==> src/bt656cap_settings.svh <==
// ========================================================================
// Build-time constants for the BT.656 capture front end.
// Include this in any file that sizes the pixel FIFO or needs the
// YCbCr to RGB coefficients.
// ========================================================================

`ifndef BT656CAP_SETTINGS_SVH
`define BT656CAP_SETTINGS_SVH

`define BT656CAP_FIFO_DEPTH 8 // pixel pairs held before dropping

// colour coefficients in units of 1/256
`define BT656CAP_K_RCR 9'd359 // 1.402, Cr into R
`define BT656CAP_K_BCB 9'd454 // 1.772, Cb into B
`define BT656CAP_K_GCB 9'd88  // 0.344, Cb out of G
`define BT656CAP_K_GCR 9'd183 // 0.714, Cr out of G

`endif

==> src/bt656cap_pkg.sv <==
// ========================================================================
// Types shared by the capture decoder, colour converter and pixel FIFO.
// Modules take these in with a wildcard import in their header.
// ========================================================================

package bt656cap_pkg;

	typedef logic [7:0]  sample_t; // one luma or chroma byte
	typedef logic [15:0] rgb565_t; // r[15:11] g[10:5] b[4:0]

	typedef struct packed {
		sample_t cb;
		sample_t y0;
		sample_t cr;
		sample_t y1;
		logic    field; // F bit of the current field
		logic    sol;   // first word after SAV
	} ycc_word_t;

	typedef struct packed {
		rgb565_t px0;
		rgb565_t px1;
		logic    field;
		logic    sol;
	} pix_pair_t;

	typedef enum logic [2:0] {CSC_IDLE, CSC_RED, CSC_BLUE, CSC_GCB, CSC_GCR} csc_state_t;

endpackage

==> src/bt656cap.sv <==
// ========================================================================
// BT.656 capture front end top level. Byte stream in, buffered RGB565
// pixel pairs out with valid/ready and a sticky overflow flag.
// ========================================================================

module bt656cap import bt656cap_pkg::*; (
	input  logic      vid_clk,
	input  logic      rst_i,
	input  sample_t   byte_i,
	input  logic      pix_ready_i,
	output logic      pix_valid_o,
	output pix_pair_t pix_o,
	output logic      overflow_o
);

	logic      ycc_valid, ycc_ready;
	ycc_word_t ycc_word;
	logic      pair_valid;
	pix_pair_t pair;

	bt656cap_decoder i_decoder (
		.vid_clk     (vid_clk),
		.rst_i       (rst_i),
		.byte_i      (byte_i),
		.ycc_ready_i (ycc_ready),
		.ycc_valid_o (ycc_valid),
		.ycc_o       (ycc_word)
	);

	bt656cap_colorspace i_colorspace (
		.vid_clk      (vid_clk),
		.rst_i        (rst_i),
		.ycc_valid_i  (ycc_valid),
		.ycc_i        (ycc_word),
		.ycc_ready_o  (ycc_ready),
		.pair_valid_o (pair_valid),
		.pair_o       (pair)
	);

	bt656cap_fifo i_fifo (
		.vid_clk    (vid_clk),
		.rst_i      (rst_i),
		.wr_valid_i (pair_valid),
		.wr_data_i  (pair),
		.rd_ready_i (pix_ready_i),
		.rd_valid_o (pix_valid_o),
		.rd_data_o  (pix_o),
		.overflow_o (overflow_o)
	);

endmodule

==> src/bt656cap_colorspace.sv <==
// ========================================================================
// YCbCr 4:2:2 to RGB565 converter. One registered multiplier is shared
// over four cycles per word; a new word may be accepted every 4 cycles
// and the pixel pair appears 5 cycles after its accept.
// ========================================================================

`include "bt656cap_settings.svh"

module bt656cap_colorspace import bt656cap_pkg::*; (
	input  logic      vid_clk,
	input  logic      rst_i,
	input  logic      ycc_valid_i,
	input  ycc_word_t ycc_i,
	output logic      ycc_ready_o,
	output logic      pair_valid_o,
	output pix_pair_t pair_o
);

	csc_state_t         state_q, state_d;
	ycc_word_t          word_q;              // word in the multiply sequence
	logic               accept;
	sample_t            mult_c;
	logic [8:0]         mult_k;
	logic signed [8:0]  mult_a;              // chroma minus 128
	logic signed [17:0] mult_q;
	logic signed [9:0]  term;
	logic signed [10:0] r0_q, g0_q, b0_q, r1_q, g1_q, b1_q;
	logic signed [10:0] g0_fin, g1_fin;

	function automatic sample_t clamp8(input logic signed [10:0] v);
		if (v < 0)
			return 8'h00;
		else if (v > 11'sd255)
			return 8'hff;
		else
			return v[7:0];
	endfunction

	function automatic rgb565_t pack565(input sample_t r, input sample_t g, input sample_t b);
		return {r[7:3], g[7:2], b[7:3]};
	endfunction

	assign ycc_ready_o = (state_q == CSC_IDLE) || (state_q == CSC_GCR);
	assign accept      = ycc_valid_i && ycc_ready_o;

	// ====================================================================
	// controller and multiplier operand select
	// ====================================================================
	always_comb begin
		state_d = state_q;
		mult_c  = ycc_i.cr;
		mult_k  = `BT656CAP_K_RCR;
		case (state_q)
			CSC_IDLE: begin
				if (accept)
					state_d = CSC_RED; // R product of the new word is started
			end
			CSC_RED: begin
				mult_c  = word_q.cb;
				mult_k  = `BT656CAP_K_BCB;
				state_d = CSC_BLUE;
			end
			CSC_BLUE: begin
				mult_c  = word_q.cb;
				mult_k  = `BT656CAP_K_GCB;
				state_d = CSC_GCB;
			end
			CSC_GCB: begin
				mult_c  = word_q.cr;
				mult_k  = `BT656CAP_K_GCR;
				state_d = CSC_GCR;
			end
			CSC_GCR: state_d = accept ? CSC_RED : CSC_IDLE;
			default: state_d = CSC_IDLE;
		endcase
	end

	always_ff @(posedge vid_clk) begin
		if (rst_i)
			state_q <= CSC_IDLE;
		else
			state_q <= state_d;
	end

	// ====================================================================
	// datapath
	// ====================================================================
	assign mult_a = $signed({1'b0, mult_c}) - 9'sd128;
	assign term   = mult_q[17:8];                  // floor of product / 256
	assign g0_fin = g0_q - term;
	assign g1_fin = g1_q - term;

	always_ff @(posedge vid_clk) begin
		mult_q <= mult_a * $signed({1'b0, mult_k});
		if (accept) begin
			word_q <= ycc_i;
			r0_q <= $signed({3'b000, ycc_i.y0});
			g0_q <= $signed({3'b000, ycc_i.y0});
			b0_q <= $signed({3'b000, ycc_i.y0});
			r1_q <= $signed({3'b000, ycc_i.y1});
			g1_q <= $signed({3'b000, ycc_i.y1});
			b1_q <= $signed({3'b000, ycc_i.y1});
		end
		case (state_q)
			CSC_RED: begin
				r0_q <= r0_q + term;
				r1_q <= r1_q + term;
			end
			CSC_BLUE: begin
				b0_q <= b0_q + term;
				b1_q <= b1_q + term;
			end
			CSC_GCB: begin
				g0_q <= g0_q - term;
				g1_q <= g1_q - term;
			end
			default: ;
		endcase
	end

	// output register takes the last G term on the fly
	always_ff @(posedge vid_clk) begin
		if (state_q == CSC_GCR) begin
			pair_o <= '{px0: pack565(clamp8(r0_q), clamp8(g0_fin), clamp8(b0_q)),
				px1: pack565(clamp8(r1_q), clamp8(g1_fin), clamp8(b1_q)),
				field: word_q.field, sol: word_q.sol};
		end
	end

	always_ff @(posedge vid_clk) begin
		if (rst_i)
			pair_valid_o <= 1'b0;
		else
			pair_valid_o <= (state_q == CSC_GCR);
	end

endmodule

==> src/bt656cap_decoder.sv <==
// ========================================================================
// BT.656 stream decoder. Finds FF 00 00 XY timing codes, tracks the F and
// V bits and packs each active Cb Y0 Cr Y1 group into one 4:2:2 word,
// presented for a single cycle after the Y1 byte.
// ========================================================================

module bt656cap_decoder import bt656cap_pkg::*; (
	input  logic      vid_clk,
	input  logic      rst_i,
	input  sample_t   byte_i,
	input  logic      ycc_ready_i,
	output logic      ycc_valid_o,
	output ycc_word_t ycc_o
);

	sample_t    sh1_q, sh2_q, sh3_q; // sh1 is the newest byte
	logic       code_det;
	logic       field_q;
	logic       vblank_q;
	logic       active_q;            // between SAV and EAV
	logic [1:0] phase_q;
	logic       sol_pend_q;
	logic       emit;
	sample_t    cb_q, y0_q, cr_q;

	assign code_det = (sh3_q == 8'hff) && (sh2_q == 8'h00) && (sh1_q == 8'h00);

	// the XY byte of an EAV lands on phase 3, so a code never emits
	assign emit = active_q && !vblank_q && (phase_q == 2'd3) && !code_det;

	// ====================================================================
	// timing reference tracking
	// ====================================================================
	always_ff @(posedge vid_clk) begin
		if (rst_i) begin
			sh1_q      <= '0;
			sh2_q      <= '0;
			sh3_q      <= '0;
			field_q    <= 1'b0;
			vblank_q   <= 1'b1;
			active_q   <= 1'b0;
			phase_q    <= 2'd0;
			sol_pend_q <= 1'b0;
			ycc_valid_o <= 1'b0;
		end else begin
			sh1_q <= byte_i;
			sh2_q <= sh1_q;
			sh3_q <= sh2_q;
			if (code_det) begin
				field_q  <= byte_i[6];
				vblank_q <= byte_i[5];
				active_q <= !byte_i[4]; // H=0 is SAV
				phase_q  <= 2'd0;
				sol_pend_q <= !byte_i[4];
			end else if (active_q) begin
				phase_q <= phase_q + 2'd1;
			end
			if (emit) begin
				sol_pend_q <= 1'b0;
			end
			if (emit) begin
				ycc_valid_o <= 1'b1;
			end else if (ycc_ready_i) begin
				ycc_valid_o <= 1'b0; // held only if the converter stalls
			end
		end
	end

	// ====================================================================
	// 4:2:2 word assembly
	// ====================================================================
	always_ff @(posedge vid_clk) begin
		case (phase_q)
			2'd0: cb_q <= byte_i;
			2'd1: y0_q <= byte_i;
			2'd2: cr_q <= byte_i;
			default: ;
		endcase
		if (emit) begin
			ycc_o <= '{cb: cb_q, y0: y0_q, cr: cr_q, y1: byte_i,
				field: field_q, sol: sol_pend_q};
		end
	end

endmodule

==> src/bt656cap_fifo.sv <==
// ========================================================================
// Pixel pair buffer. Writes never stall: a pair that finds the buffer
// full is dropped and the sticky overflow flag is raised until reset.
// ========================================================================

`include "bt656cap_settings.svh"

module bt656cap_fifo import bt656cap_pkg::*; #(
	parameter int DEPTH = `BT656CAP_FIFO_DEPTH
) (
	input  logic      vid_clk,
	input  logic      rst_i,
	input  logic      wr_valid_i,
	input  pix_pair_t wr_data_i,
	input  logic      rd_ready_i,
	output logic      rd_valid_o,
	output pix_pair_t rd_data_o,
	output logic      overflow_o
);

	localparam int AW = (DEPTH > 1) ? $clog2(DEPTH) : 1;
	localparam int CW = $clog2(DEPTH + 1);

	pix_pair_t     mem [DEPTH];
	logic [AW-1:0] wr_ptr_q, rd_ptr_q;
	logic [CW-1:0] count_q;
	logic          full, do_rd, do_wr;

	function automatic logic [AW-1:0] ptr_next(input logic [AW-1:0] p);
		if (p == AW'(DEPTH - 1))
			return '0;
		else
			return p + 1'b1;
	endfunction

	assign full       = (count_q == CW'(DEPTH));
	assign rd_valid_o = (count_q != '0);
	assign rd_data_o  = mem[rd_ptr_q];
	assign do_rd      = rd_valid_o && rd_ready_i;
	assign do_wr      = wr_valid_i && (!full || do_rd); // full slot frees on a read

	always_ff @(posedge vid_clk) begin
		if (do_wr)
			mem[wr_ptr_q] <= wr_data_i;
	end

	always_ff @(posedge vid_clk) begin
		if (rst_i) begin
			wr_ptr_q   <= '0;
			rd_ptr_q   <= '0;
			count_q    <= '0;
			overflow_o <= 1'b0;
		end else begin
			if (do_wr)
				wr_ptr_q <= ptr_next(wr_ptr_q);
			if (do_rd)
				rd_ptr_q <= ptr_next(rd_ptr_q);
			case ({do_wr, do_rd})
				2'b10: count_q <= count_q + 1'b1;
				2'b01: count_q <= count_q - 1'b1;
				default: ;
			endcase
			if (wr_valid_i && !do_wr)
				overflow_o <= 1'b1; // pair dropped
		end
	end

endmodule

==> config.mk <==
export PLATFORM = sky130hd
export DESIGN_NAME = bt656cap
export DESIGN_NICKNAME = d
export VERILOG_FILES = /design/src/bt656cap_pkg.sv /design/src/bt656cap.sv /design/src/bt656cap_colorspace.sv /design/src/bt656cap_decoder.sv /design/src/bt656cap_fifo.sv
export VERILOG_INCLUDE_DIRS = /design/src /design/src/src
export SDC_FILE = /design/constraint.sdc
export NUM_CORES = 1
export LEC_CHECK = 0
export BUFFER_PORTS_ARGS = -buffer_cell sky130_fd_sc_hd__buf_4
export CAP_MARGIN = 20
export CORE_MARGIN = 3
export CORE_UTILIZATION = 45
export DETAILED_ROUTE_END_ITERATION = 12
export GPL_TIMING_DRIVEN = 0
export PLACE_DENSITY = 0.71
export SETUP_SLACK_MARGIN = 0.5
export SLEW_MARGIN = 20
export SYNTH_ARGS = -nofsm -noshare
export SYNTH_HDL_FRONTEND = slang
export SYNTH_HIERARCHICAL = 1
export SYNTH_SLANG_ARGS = --single-unit
==> constraint.sdc <==
create_clock -name vid_clk -period 15.25 [get_ports vid_clk]
set_input_delay 0.7625 -clock vid_clk [delete_from_list [all_inputs] [get_ports vid_clk]]
set_output_delay 0.7625 -clock vid_clk [all_outputs]
set_load 0.1 [all_outputs]
Yosys cells after proc, flatten, opt, wreduce, memory -nomap -nowiden
Memory sizes are Yosys's and may differ from the RTL's. A register that Yosys moved wholly into a read port is not among the register bits.
Index checks and enable logic that the tools add are counted.
Storage, ports and cells
  register bits after elaboration: 240
  memory bits (writable): 272
  input bits: 11
  logic and storage cells: 140
  memories: 1
Memory list
  i_fifo.mem: depth 8, bits a word 34, read ports 1, clocked after Yosys merged registers in 1, write ports 1, line bt656cap_fifo.sv:24  | pix_pair_t mem [DEPTH];
Cells by class
  add/subtract/negate cells: 12
  $mul: 1
  $lt $le $gt $ge: 12
  equal/unequal tests: 14
  multiplexer cells: 28
  reductions and logical operators: 29
Operator list (count)
  11-bit 2-to-1 mux: 8
  11-bit by 9-bit > comparator with 1-bit output (second input constant): 6
  11-bit by 1-bit less-than comparator with 1-bit output (second input constant): 6
  8-bit 2-to-1 mux: 6
  11-bit by 10-bit adder with 11-bit output: 4
  9-bit case mux with 3 select lines: 1
  11-bit by 10-bit subtractor with 11-bit output: 2
  9-bit by 10-bit multiplier with 18-bit output: 1
  8-bit logical NOT: 2
  8-bit case mux with 2 select lines: 1
  3-bit 2-to-1 mux: 5
  3-bit case mux with 5 select lines: 1
  2-bit nonzero test: 5
  3-bit equality test (second input constant): 3
  1-bit logical AND: 9
  8-bit by 8-bit subtractor with 9-bit output (second input constant): 1
  8-bit equality test (second input constant): 1
  4-bit case mux with 2 select lines: 1
  3-bit by 1-bit adder with 3-bit output (second input constant): 2
  2-bit equality test (second input constant): 3
  3-bit by 2-bit equality test with 1-bit output (second input constant): 2
  2-bit OR reduction: 3
  1-bit logical NOT: 5
  1-bit 2-to-1 mux: 5
  other kinds (11): 13

Longest topological paths before layout
  depth in word-level cells: 6
  depth in mapped cells: 25
  gate-level depth less buffers: 23

By module
The synthesis kept the hierarchy.
Modules (own cells, without submodules)
  bt656cap_fifo: instances 1, cells an instance 474, area an instance 11053.1 um^2, seq. area each 8448.1 um^2
  bt656cap_colorspace: instances 1, cells an instance 982, area an instance 10042.1 um^2, seq. area each 3823.7 um^2
  bt656cap_decoder: instances 1, cells an instance 149, area an instance 2783.9 um^2, seq. area each 2362.3 um^2

Worst setup path before layout
OpenSTA, ideal clock, no wires.
  kind: reg-to-reg
  start point: register i_colorspace.state_q[0]
  end point: register i_colorspace.mult_q[17]
  library setup time: 0.121 ns
  arrival: 5.803 ns
  path slack: 9.326 ns
  cell stages (with the launch flop): 24
  path buffers: 4
  period minus slack after synthesis: 5.924 ns
  cell sequence: dfxtp_1 buf_6 clkbuf_1 buf_1 nor2_1 clkbuf_1 nor2_1 fa_1 inv_1 fa_1 inv_1 fa_1 fa_1 inv_1 fa_1 inv_1 ha_1 nand2_1 a2111oi_4 o21ai_4 a21oi_4 a41o_1 a21oi_2 xnor2_1
Between the ends
  longest elaborated chain between the ends: 5
RTL lines
  start, declared: line bt656cap_colorspace.sv:19  | csc_state_t state_q, state_d;
  start signal, assigned: line bt656cap_colorspace.sv:82  | state_q <= state_d;
  3-bit by 1-bit equality test with 1-bit output or 3-bit by 2-bit equality test with 1-bit output (tied branches): line bt656cap_colorspace.sv:53  | case (state_q)
  2-bit OR reduction (no line)
  8-bit case mux with 2 select lines: line bt656cap_colorspace.sv:53
  8-bit by 8-bit subtractor with 9-bit output: line bt656cap_colorspace.sv:88  | assign mult_a = $signed({1'b0, mult_c}) - 9'sd128;
  9-bit by 10-bit multiplier with 18-bit output *: line bt656cap_colorspace.sv:94  | mult_q <= mult_a * $signed({1'b0, mult_k});
  end signal, assigned: line bt656cap_colorspace.sv:94
  end, declared: line bt656cap_colorspace.sv:25  | logic signed [17:0] mult_q;
Mark *: on every way between the ends. The rest lies on a longest branch, timed or not.
A chain may end at the register's enable or synchronous reset.

Worst setup path in the final report
Ends and elaborated chain as after synthesis.

==> metrics.txt <==
H-tree depth 2; pre-CTS setup slack 8.17 ns; GRT Total Usage 0.176; slew margin rel. 0.329; CTS sink cnt 507; Synth Area in Compound Gates 0.0559; total gr overflow 0; root buffer cell clkbuf_16; CTS tree yes; final core occ 0.524; antenna violations before repair 0; crit path time final 7.12 ns; num rows 83; adder-cell area share of the yosys netlist 0.107; largest family of logic cells by synthesized area adder cells; CP endpoint kind register; Static Leak 9.92 nW; starting density of the core 0.460; R2R Path Start i_colorspace/state_q[0]; critical path's largest stage delay 0.85 ns; first-pass GRT wire length 77,300 um; RSZ-0062 raised after global routing no; Post-layout nets 1,915; vias in the first global route 13,500; Synth Area in XOR/XNOR 0.0282; routed via count 13,400; skew final 0.0170 ns; die height 236 um; Post-synth top flop edfxtp_1; Worst path top cell family by delay adder cells; pin count of the biggest net entering global routing 27; status complete, no violations; actual slew at the worst max-slew pin 1.00 ns; Tot Pwr 2.78 mW; cell area after synthesis 23,900 um^2; CP Data Required Time 15.73 ns; IO Port Bufs 46; Clock Tree Buf Depth 3; worst setup margin 8.13 ns; core area 51,900 um^2; min-delay src i_decoder/cb_q[0]; dpl hpwl 35,200 um; Crit Path Max Fanout 10; final hold violations 0; maximum VDD drop 0.000101 V; Bufs and invs on worst path 8; antenna violation net count after detailed routing 0; routed len/inst 20.1 um; Clk pin slew, worst setup/hold paths 0.07 ns; clk_lat worst skew 0.59 ns; RePlAce Congestion 0.914; Seq/Total Area, Yosys 0.613; antenna cells 0; post-synthesis mux area share 0.0955; Post-synth ARST share 0; WS Path Type reg2reg; Crit path arrival time 7.59 ns; area grow syn2layout 14.0%; DRC Markers 0; layout cells sized above 1 0.179; Top Ports 47; warnings from Yosys 6; Yosys reg bits 507; post_cts resized 0; CP startpoint i_colorspace/state_q[0]; Slowest-stage cell, CP nor2_1; vias per cell 5.48; Iteration-0 DRC Markers 912; simple logic cell fraction of the synthesized area 0.0740; Cell variety after synth 72; setup tns final 0 ns; Min Hold Slack 0.409 ns; Hold Path Class reg2reg; Routed Wire Length 49,300 um; setup bufs post-CTS 0; first-pass detailed-route iteration total 5; Final Max Tran Viols 0; Post-Syn Nets 1,787; Avg Cell Area, Syn 14.9 um^2; Tcrit/Tclk final 0.467; Num CTS Buffers 48; Critical Path, Cell by Cell buf_6 > clkbuf_1 > buf_1 > nor2_1 > clkbuf_1 > nor2_1 > fa_1 > inv_1 > fa_1 > inv_1 > fa_1 > fa_1 > inv_1 > fa_1 > inv_1 > ha_1 > nand2_1 > a2111oi_4 > o21ai_4 > a21oi_4 > a41o_1 > a21oi_2 > xnor2_1; Max Cap Viol 0; Die W 236 um; Hold Buf Count CTS 0; PwrDens 102 nW/um^2; cell count after synthesis 1,605; die area 55,900 um^2; startpoint types register; EDFF count, synth 448; most used cell, CP fa_1; FMAX 141 MHz; Setup violations, final 0
[area by class of cell]
| class | count | area, um^2 |
|---|---|---|
| tap | 680 | 851 |
| inverter | 98 | 368 |
| multi-input combinational | 950 | 8660 |
| clock buffer | 60 | 1310 |
| sequential | 507 | 14600 |
| fill | 4201 | 24700 |
| buffer | 50 | 275 |
| clock inverter | 30 | 405 |
| timing repair buffer | 78 | 712 |
[layout by cell type (no fill, tap or decap), types with 6 or more instances in the layout]
cell	count
edfxtp_1	448
ha_1	117
nor2_1	99
inv_1	97
nand2_1	95
a21oi_1	78
o21ai_0	63
buf_4	62
dfxtp_1	59
mux4_2	59
fa_1	54
clkbuf_16	50
nor2b_1	48
clkbuf_1	42
xnor2_1	42
xor2_1	35
nor3_1	31
mux2_2	26
mux2_4	20
nand2b_1	19
a21o_1	18
o21a_1	13
buf_2	12
mux2i_1	10
or2_2	10
clkinv_2	9
mux4_1	9
bufinv_16	8
buf_6	8
or3_1	8
and2_1	6
a211oi_1	6
[state kept, by name, summed over array words and instances (netlist names), 18 cells and up, named ones only]
signal and count:
i_colorspace/pair_o 34, i_colorspace/word_q 18, i_decoder/ycc_o 34, i_fifo/mem 272
[kinds of logic after synthesis]
group,count (synthesis)
flops,507
simple gates,361
compound gates,215
fa+ha+maj,171
buf+inv,148
mux,126
xor+xnor,77
[cells in the mapped netlist, types with 4 or more instances]
master	instances	area share
xnor2_1	42	0.015
o21a_1	13	0.0041
nor2_1	103	0.016
nor4_1	5	0.0013
nand2_1	96	0.015
o21bai_1	5	0.0016
nor3_1	35	0.0073
a21o_1	18	0.0057
edfxtp_1	448	0.56
a31oi_1	4	0.0010
nor2b_1	48	0.013
mux2i_1	10	0.0042
o21ai_0	63	0.013
mux2_2	26	0.012
or2_2	10	0.0026
mux2_4	20	0.013
a211oi_1	6	0.0019
buf_2	7	0.0015
xor2_1	35	0.013
nand2b_1	19	0.0050
mux4_1	9	0.0099
clkbuf_1	34	0.0053
and2_1	7	0.0018
fa_1	54	0.045
mux4_2	59	0.056
inv_1	97	0.015
ha_1	117	0.061
nand4_1	4	0.0010
or3_1	8	0.0021
dfxtp_1	59	0.049
a21oi_1	78	0.016
[worst paths after layout]
path	to	slack, ns	cells past startpoint
setup / recovery	i_colorspace/mult_q[17]	8.13	23
hold / removal	i_decoder/ycc_o[26]	0.41	0
setup reg to reg	i_colorspace/mult_q[17]	8.13	23
hold reg to reg	i_decoder/ycc_o[26]	0.41	0
[power by group]
part,internal [mW],switching (mW)
combinational,0.00456,0.00627
sequential,1.49,0.00153
clock,0.754,0.524
total,2.25,0.532
[stage by stage]
step / instances / area (um^2)
finish: 2453 / 27200
detailed placement: 2362 / 25500
global placement: 2331 / 25100
floorplan: 1605 / 23900
CTS: 2452 / 27200
global route: 2453 / 27200
[per-layer routing]
metal | up-vias | part of all wire | track usage
met5 | - | 0 | 0
met4 | 0 | 0.018 | 0.0414
met3 | 64 | 0.052 | 0.0246
met2 | 393 | 0.49 | 0.296
met1 | 6776 | 0.44 | 0.244
li1 | 6208 | - | -
Power figures use the tool's default switching activity.
